### config.mk
export PLATFORM = sky130hd
export DESIGN_NAME = spi_cmd_top
export DESIGN_NICKNAME = d
export VERILOG_FILES = /design/src/design/spi_cmd_pkg.sv /design/src/design/cmd_engine.sv /design/src/design/spi_cmd_top.sv /design/src/design/spi_slave.sv /design/src/design/vector_ram.sv
export SDC_FILE = /design/constraint.sdc
export NUM_CORES = 1
export LEC_CHECK = 0
export BUFFER_PORTS_ARGS = -buffer_cell sky130_fd_sc_hd__buf_2
export CORE_UTILIZATION = 40
export CTS_CLUSTER_DIAMETER = 40
export CTS_CLUSTER_SIZE = 25
export DETAILED_ROUTE_END_ITERATION = 10
export GPL_ROUTABILITY_DRIVEN = 1
export GPL_TIMING_DRIVEN = 0
export SYNTH_ARGS = -nofsm -noshare
export SYNTH_HDL_FRONTEND = slang
export SYNTH_SLANG_ARGS = --single-unit
### constraint.sdc
create_clock -name clk -period 6.4 [get_ports clk]
set_input_delay 1.6 -clock clk [delete_from_list [all_inputs] [get_ports clk]]
set_output_delay 1.6 -clock clk [all_outputs]
set_load 0.02 [all_outputs]
### src/design/spi_cmd_pkg.sv
package spi_cmd_pkg;

   // one full SPI frame, msb first on the wire
   typedef logic [31:0] spi_word_t;

   // frame payload, also one vector element
   typedef logic [23:0] vec_word_t;

   typedef logic [15:0] led_t;

   // unknown codes fall through as nop
   typedef enum logic [7:0] {
      nop         = 8'h00,
      init        = 8'h01,
      wr_inverted = 8'h02,
      rd_inverted = 8'h03,
      wr_leds     = 8'h04,
      rd_leds     = 8'h05,
      wr_vec      = 8'h06,
      rd_vec      = 8'h07
   } cmd_opcode_t;

   typedef struct packed {
      cmd_opcode_t opcode;
      vec_word_t   payload;
   } spi_frame_t;

   typedef struct packed {
      logic        we;
      logic [7:0]  addr;
      vec_word_t   wdata;
   } ram_port_t;

endpackage

### src/design/cmd_engine.sv
module cmd_engine #(
   parameter int VEC_DEPTH = 4
) (
   input  logic                   clk,
   input  logic                   reset,
   input  logic                   rx_valid,
   input  spi_cmd_pkg::spi_word_t rx_word,
   output logic                   tx_load,
   output spi_cmd_pkg::spi_word_t tx_word,
   output spi_cmd_pkg::ram_port_t ram,
   input  spi_cmd_pkg::vec_word_t ram_rdata,
   output spi_cmd_pkg::led_t      leds
);
   import spi_cmd_pkg::*;

   localparam int IDX_W = (VEC_DEPTH > 1) ? $clog2(VEC_DEPTH) : 1;
   localparam logic [IDX_W-1:0] IDX_LAST = IDX_W'(VEC_DEPTH - 1);

   typedef enum logic [1:0] {
      st_idle,
      st_wr_vec,
      st_rd_vec,
      st_rd_wait
   } state_t;

   state_t state;

   // word being written, or word currently loaded for readout
   logic [IDX_W-1:0] vec_idx;
   logic [IDX_W-1:0] ram_idx;

   logic [15:0] inv_bits;

   spi_frame_t frame;
   spi_frame_t reg_reply;

   assign frame = rx_word;

   // during readout look one word ahead so the RAM output is ready
   // by the time the wait state issues it
   assign ram_idx = (state == st_rd_vec) ? vec_idx + 1'b1 : vec_idx;

   always_comb begin
      ram.we    = (state == st_wr_vec) && rx_valid;
      ram.addr  = 8'(ram_idx);
      ram.wdata = frame.payload;
   end

   // register read replies echo the opcode that asked for them
   always_comb begin
      reg_reply.opcode = frame.opcode;
      if (frame.opcode == rd_leds) begin
         reg_reply.payload = {8'h00, leds};
      end else begin
         reg_reply.payload = {8'h00, inv_bits};
      end
   end

   always_ff @(posedge clk) begin
      if (reset) begin
         state    <= st_idle;
         vec_idx  <= '0;
         leds     <= '0;
         inv_bits <= '0;
         tx_load  <= 1'b0;
      end else begin
         tx_load <= 1'b0;
         case (state)
            st_idle: begin
               if (rx_valid) begin
                  case (frame.opcode)
                     init: begin
                        // RAM contents survive init
                        leds     <= '0;
                        inv_bits <= '0;
                        vec_idx  <= '0;
                     end
                     wr_inverted: inv_bits <= ~frame.payload[15:0];
                     rd_inverted: tx_load <= 1'b1;
                     wr_leds:     leds <= frame.payload[15:0];
                     rd_leds:     tx_load <= 1'b1;
                     wr_vec:      state <= st_wr_vec;
                     rd_vec:      state <= st_rd_wait;
                     default: begin
                        // nop and unknown codes
                     end
                  endcase
               end
            end

            st_wr_vec: begin
               if (rx_valid) begin
                  if (vec_idx == IDX_LAST) begin
                     vec_idx <= '0;
                     state   <= st_idle;
                  end else begin
                     vec_idx <= vec_idx + 1'b1;
                  end
               end
            end

            // rdata holds word vec_idx now
            st_rd_wait: begin
               tx_load <= 1'b1;
               state   <= st_rd_vec;
            end

            st_rd_vec: begin
               if (rx_valid) begin
                  if (vec_idx == IDX_LAST) begin
                     vec_idx <= '0;
                     state   <= st_idle;
                  end else begin
                     vec_idx <= vec_idx + 1'b1;
                     state   <= st_rd_wait;
                  end
               end
            end

            default: state <= st_idle;
         endcase
      end
   end

   always_ff @(posedge clk) begin
      if (state == st_rd_wait) begin
         tx_word <= spi_frame_t'{opcode: rd_vec, payload: ram_rdata};
      end else if (rx_valid && state == st_idle) begin
         tx_word <= reg_reply;
      end
   end

endmodule

### src/design/spi_cmd_top.sv
module spi_cmd_top #(
   parameter int VEC_DEPTH = 4
) (
   input  logic               clk,
   input  logic               reset,
   input  logic               sck,
   input  logic               ss,
   input  logic               mosi,
   output logic               miso,
   output spi_cmd_pkg::led_t  leds
);
   import spi_cmd_pkg::*;

   logic      rx_valid;
   spi_word_t rx_word;
   logic      tx_load;
   spi_word_t tx_word;
   ram_port_t ram;
   vec_word_t ram_rdata;

   spi_slave u_spi_slave (
      .clk      (clk),
      .reset    (reset),
      .sck      (sck),
      .ss       (ss),
      .mosi     (mosi),
      .miso     (miso),
      .rx_valid (rx_valid),
      .rx_word  (rx_word),
      .tx_load  (tx_load),
      .tx_word  (tx_word)
   );

   cmd_engine #(
      .VEC_DEPTH (VEC_DEPTH)
   ) u_cmd_engine (
      .clk       (clk),
      .reset     (reset),
      .rx_valid  (rx_valid),
      .rx_word   (rx_word),
      .tx_load   (tx_load),
      .tx_word   (tx_word),
      .ram       (ram),
      .ram_rdata (ram_rdata),
      .leds      (leds)
   );

   // engine is the only RAM client
   vector_ram #(
      .VEC_DEPTH (VEC_DEPTH)
   ) u_vector_ram (
      .clk   (clk),
      .ram   (ram),
      .rdata (ram_rdata)
   );

endmodule

### src/design/spi_slave.sv
module spi_slave (
   input  logic                   clk,
   input  logic                   reset,
   input  logic                   sck,
   input  logic                   ss,
   input  logic                   mosi,
   output logic                   miso,
   output logic                   rx_valid,
   output spi_cmd_pkg::spi_word_t rx_word,
   input  logic                   tx_load,
   input  spi_cmd_pkg::spi_word_t tx_word
);
   import spi_cmd_pkg::*;

   // two-flop synchronizers, index 1 is the safe copy
   logic [1:0] sck_sync;
   logic [1:0] ss_sync;
   logic [1:0] mosi_sync;

   // one more stage for edge detection
   logic sck_prev;
   logic ss_prev;

   logic sck_rise;
   logic sck_fall;
   logic ss_fall;
   logic selected;

   logic [4:0] bit_cnt;

   spi_word_t rx_shift;
   spi_word_t tx_shift;
   spi_word_t pending;

   always_ff @(posedge clk) begin
      if (reset) begin
         sck_sync  <= 2'b00;
         ss_sync   <= 2'b11;
         mosi_sync <= 2'b00;
         sck_prev  <= 1'b0;
         ss_prev   <= 1'b1;
      end else begin
         sck_sync  <= {sck_sync[0], sck};
         ss_sync   <= {ss_sync[0], ss};
         mosi_sync <= {mosi_sync[0], mosi};
         sck_prev  <= sck_sync[1];
         ss_prev   <= ss_sync[1];
      end
   end

   assign selected = ~ss_sync[1];
   assign sck_rise = selected & sck_sync[1] & ~sck_prev;
   assign sck_fall = selected & ~sck_sync[1] & sck_prev;
   assign ss_fall  = ss_prev & ~ss_sync[1];

   // receive side, mode 0 samples on the rising edge
   always_ff @(posedge clk) begin
      if (reset) begin
         bit_cnt  <= 5'd0;
         rx_valid <= 1'b0;
      end else begin
         rx_valid <= 1'b0;
         if (!selected) begin
            bit_cnt <= 5'd0;
         end else if (sck_rise) begin
            bit_cnt <= bit_cnt + 5'd1;
            // bit 32 completes the frame, counter wraps to 0
            if (bit_cnt == 5'd31) begin
               rx_valid <= 1'b1;
            end
         end
      end
   end

   always_ff @(posedge clk) begin
      if (sck_rise) begin
         rx_shift <= {rx_shift[30:0], mosi_sync[1]};
      end
   end

   // frame stays readable until the next one starts shifting in
   assign rx_word = rx_shift;

   // transmit side
   always_ff @(posedge clk) begin
      if (reset) begin
         pending  <= '0;
         tx_shift <= '0;
      end else begin
         if (tx_load) begin
            pending <= tx_word;
         end else if (ss_fall) begin
            // reply used once, next frame sends zeros unless reloaded
            pending <= '0;
         end

         if (ss_fall) begin
            tx_shift <= pending;
         end else if (sck_fall) begin
            tx_shift <= {tx_shift[30:0], 1'b0};
         end
      end
   end

   // msb is on the pin before the first rising sck edge
   assign miso = tx_shift[31];

endmodule

### src/design/vector_ram.sv
module vector_ram #(
   parameter int VEC_DEPTH = 4
) (
   input  logic                   clk,
   input  spi_cmd_pkg::ram_port_t ram,
   output spi_cmd_pkg::vec_word_t rdata
);
   import spi_cmd_pkg::*;

   localparam int IDX_W = (VEC_DEPTH > 1) ? $clog2(VEC_DEPTH) : 1;

   vec_word_t mem [VEC_DEPTH];

   logic [IDX_W-1:0] idx;

   // only the low bits of addr select a word
   assign idx = ram.addr[IDX_W-1:0];

   always_ff @(posedge clk) begin
      if (ram.we) begin
         mem[idx] <= ram.wdata;
      end
      // read always enabled, old data on a same-cycle write
      rdata <= mem[idx];
   end

endmodule

==> impl_metrics.csv <==
group,metric,value,unit
hold_path,worstHoldStart,"u_spi_slave.mosi_sync[1]",
yosys,synth_top_area_frac,0.422,
hold_path,hold_path_depth,0,
yosys,synthMostInstantiatedCell,"edfxtp_1",
floorplan,rows,59,
cts,cts_tree,"yes",
sta,tns,0,ns
floorplan,pin_count,22,
yosys,synth-edff-count,152,
sta,rsz0062_at_grt,"no",
detailed_routing,ant_nets,0,
sta,setup_viol,0,
cts,hold_buffers,0,
sta,max_slew_margin,0.139,
power_and_ir_drop,leakage,4.37,nW
cts,clock_latency,0.53,ns
floorplan,dieArea,27700,µm²
floorplan,die_h,166,µm
setup_path,timing.rr.end,"u_vector_ram.mem[0][1]",
yosys,syn-num-nets,822,
setup_path,crit_required,6.53,ns
hold_path,min_path_type,"reg -> reg",
yosys,ys_types,45,
floorplan,start_util,0.412,
setup_path,path_delay_family,"simple AND/OR/NAND/NOR gates",
cts,h-tree-depth,2,
yosys,synth_area,10800,µm²
cells_and_area,fillers,2282,
place,io_buffers,21,
setup_path,cp_slowest_cell,"and4_1",
floorplan,die_w,166,µm
detailed_routing,wl,20800,µm
grt,met3_usage,0.0276,
yosys,netlist_top_cells_area,"edfxtp_1, dfxtp_1, mux4_2",
sta,max_freq,0.263,GHz
power_and_ir_drop,vdd_drop_max,0.187,mV
sta,fin_worst_skew,0.0217,ns
power_and_ir_drop,total_power,4.53,mW
grt,met1_usage,0.206,
setup_path,end_kind,"register",
grt,grt_pass1_wl,34500,µm
cts,cts_inserted_buffers,38,
cells_and_area,drive_gt1_frac,0.157,
sta,min_period_over_period,0.593,
setup_path,cp_cell_sequence,"inv_1 > ha_1 > clkbuf_1 > mux2i_1 > clkbuf_1 > and4_1",
grt,grt-ovfl-total,0,
yosys,synth-seq-cells,299,
detailed_routing,drt_iter0_drc,377,
place,hpwl,14000,µm
detailed_routing,wl_per_cell,16.7,µm
setup_path,reg2reg_depth,6,
place,routabilityCongestion,0.787,
sta,worstMarginPinSlew,1.29,ns
setup_path,critPathBufInv,3,
yosys,syn_area_per_cell,13.4,µm²
cts,clk_pin_slew,0.06,ns
setup_path,r2r_slack,2.60,ns
power_and_ir_drop,power.density,354,nW/µm²
cts,cts.path.max_buffers,3,
grt,grtUsageTotal,0.157,
cts,post_cts_buffers,0,
cells_and_area,antenna_cells,0,
sta,hold_viol,0,
yosys,synthArstFlopShare,0,
setup_path,cp_common_cell,"clkbuf_1",
cts,cts_sinks,299,
grt,gr-usage-met2,0.262,
job,drv_cap,0,
yosys,ys_top_cells_by_count,"edfxtp_1, dfxtp_1, nand2_1",
hold_path,hold_end,"u_spi_slave.rx_word[0]",
yosys,synth_largest_area_cell,"edfxtp_1",
setup_path,critical_path_class,"reg -> reg",
yosys,syn_inst,810,
detailed_routing,drc_errors,0,
setup_path,timing.rr.start,"u_cmd_engine.state[0]",
yosys,yosysWarnings,0,
detailed_routing,viasPerCell,5.08,
sta,drv_slew,0,
grt,grt_max_degree,27,
setup_path,arrival,3.92,ns
grt,first_global_vias,6412,
setup_path,path_max_fanout,24,
detailed_routing,num_vias,6311,
yosys,synth-main-ff-cell,"edfxtp_1",
cts,cts_resized,0,
yosys,ys_seq_area_frac,0.694,
sta,finalCriticalPeriod,3.80,ns
status,status,"complete, no violations",
detailed_routing,dr.pass1.iters,4,
setup_path,start_kind,"register",
cells_and_area,nets,890,
grt,grt_busiest_layer,"met2",
setup_path,max_stage_delay,1.15,ns
cells_and_area,area_growth_syn_to_layout,18.1,%
floorplan,fp.coreArea,26300,µm²
grt,antenna_found_initial,0,
cts,clockRootBuffer,"clkbuf_16",
[routing by layer]
layer	routed length, µm	up-vias
li1	-	3118
met1	9660	3064
met2	10100	90
met3	644	39
met4	430	0
met5	0	-
[worst max path at each step]
stage | from | to | slack (ns) | cells past startpoint
after floorplan | u_cmd_engine.state[0] | u_vector_ram.mem[1][0] | 2.36 | 6
after global placement | u_cmd_engine.state[0] | u_vector_ram.mem[1][10] | 0.55 | 6
after detailed placement | u_cmd_engine.state[0] | u_vector_ram.mem[0][11] | 2.48 | 6
after CTS | u_cmd_engine.state[0] | u_vector_ram.mem[0][1] | 2.48 | 6
after global routing | u_cmd_engine.state[0] | u_vector_ram.mem[0][1] | 2.23 | 6
final | u_cmd_engine.state[0] | u_vector_ram.mem[0][1] | 2.60 | 6
[cell usage in the layout (no fill, tap or decap), types with 8 or more instances in the layout]
cell       count
a22o_1        16
mux2i_1       18
clkbuf_1      42
nand2_1      140
nand3b_1      35
o21ai_1       10
mux4_2        24
nor2_1        42
buf_2         27
edfxtp_1     152
o21ai_0        8
clkbuf_16     40
a311oi_1      31
o2bb2ai_1     17
and2_1        10
dfxtp_1      147
a21oi_1       44
[flip-flops by register name, summed over array words and instances (netlist names)]
name and count:
u_spi_slave.pending 32, u_cmd_engine.tx_word 32, u_spi_slave.rx_word 32, u_vector_ram.rdata 24, u_spi_slave.ss_prev 1, u_spi_slave.rx_valid 1
u_spi_slave.mosi_sync 2, u_spi_slave.ss_sync 2, u_cmd_engine.leds 16, u_vector_ram.mem 96, u_spi_slave.sck_prev 1, u_spi_slave.tx_shift 32
u_cmd_engine.vec_idx 2, u_cmd_engine.tx_load 1, u_spi_slave.sck_sync 2, u_spi_slave.bit_cnt 5, u_cmd_engine.state 2, u_cmd_engine.inv_bits 16
[logic make-up (layout without fill, tap and decap cells)]
logic type               after synthesis  after routing  synth area share
AO/OA/AOI/OAI                        134            134            0.0866
XOR/XNOR                               7              7           0.00636
adder cells (fa/ha/maj)                7              7           0.00809
buffers and inverters                 61            159            0.0256
flip-flops                           299            299             0.694
multiplexers                          42             42            0.0666
AND/OR/NAND/NOR                      260            260             0.113
[metrics by stage]
stage	instances	area (µm²)	hold slack [ns]	setup WS (ns)	util
floorplan	810	10800	0.386	2.36	-
global placement	1166	11300	0.393	0.553	0.432
detailed placement	1173	11400	0.397	2.48	0.436
CTS	1243	12800	0.410	2.48	0.486
global route	1243	12800	0.420	2.23	0.486
finish	1243	12800	0.404	2.60	0.486
[layout make-up]
cell class	instances	area [µm²]	area share
Buffer	54	250	0.0196
Clock buffer	42	1020	0.0797
Clock inverter	28	312	0.0244
Inverter	7	26.3	0.00206
Multi-Input combinational cell	450	3060	0.239
Sequential cell	299	7510	0.587
Tap cell	335	419	0.0328
Timing Repair Buffer	28	189	0.0148
[power by group]
| group | total, mW | switching [mW] | leakage, nW | internal [mW] |
|---|---|---|---|---|
| registers | 2.10 | 0.0357 | 2.56 | 2.07 |
| logic | 0.263 | 0.138 | 1.18 | 0.125 |
| clock network | 2.17 | 0.858 | 0.632 | 1.31 |
Note: power is estimated with default switching activity, not from simulation.
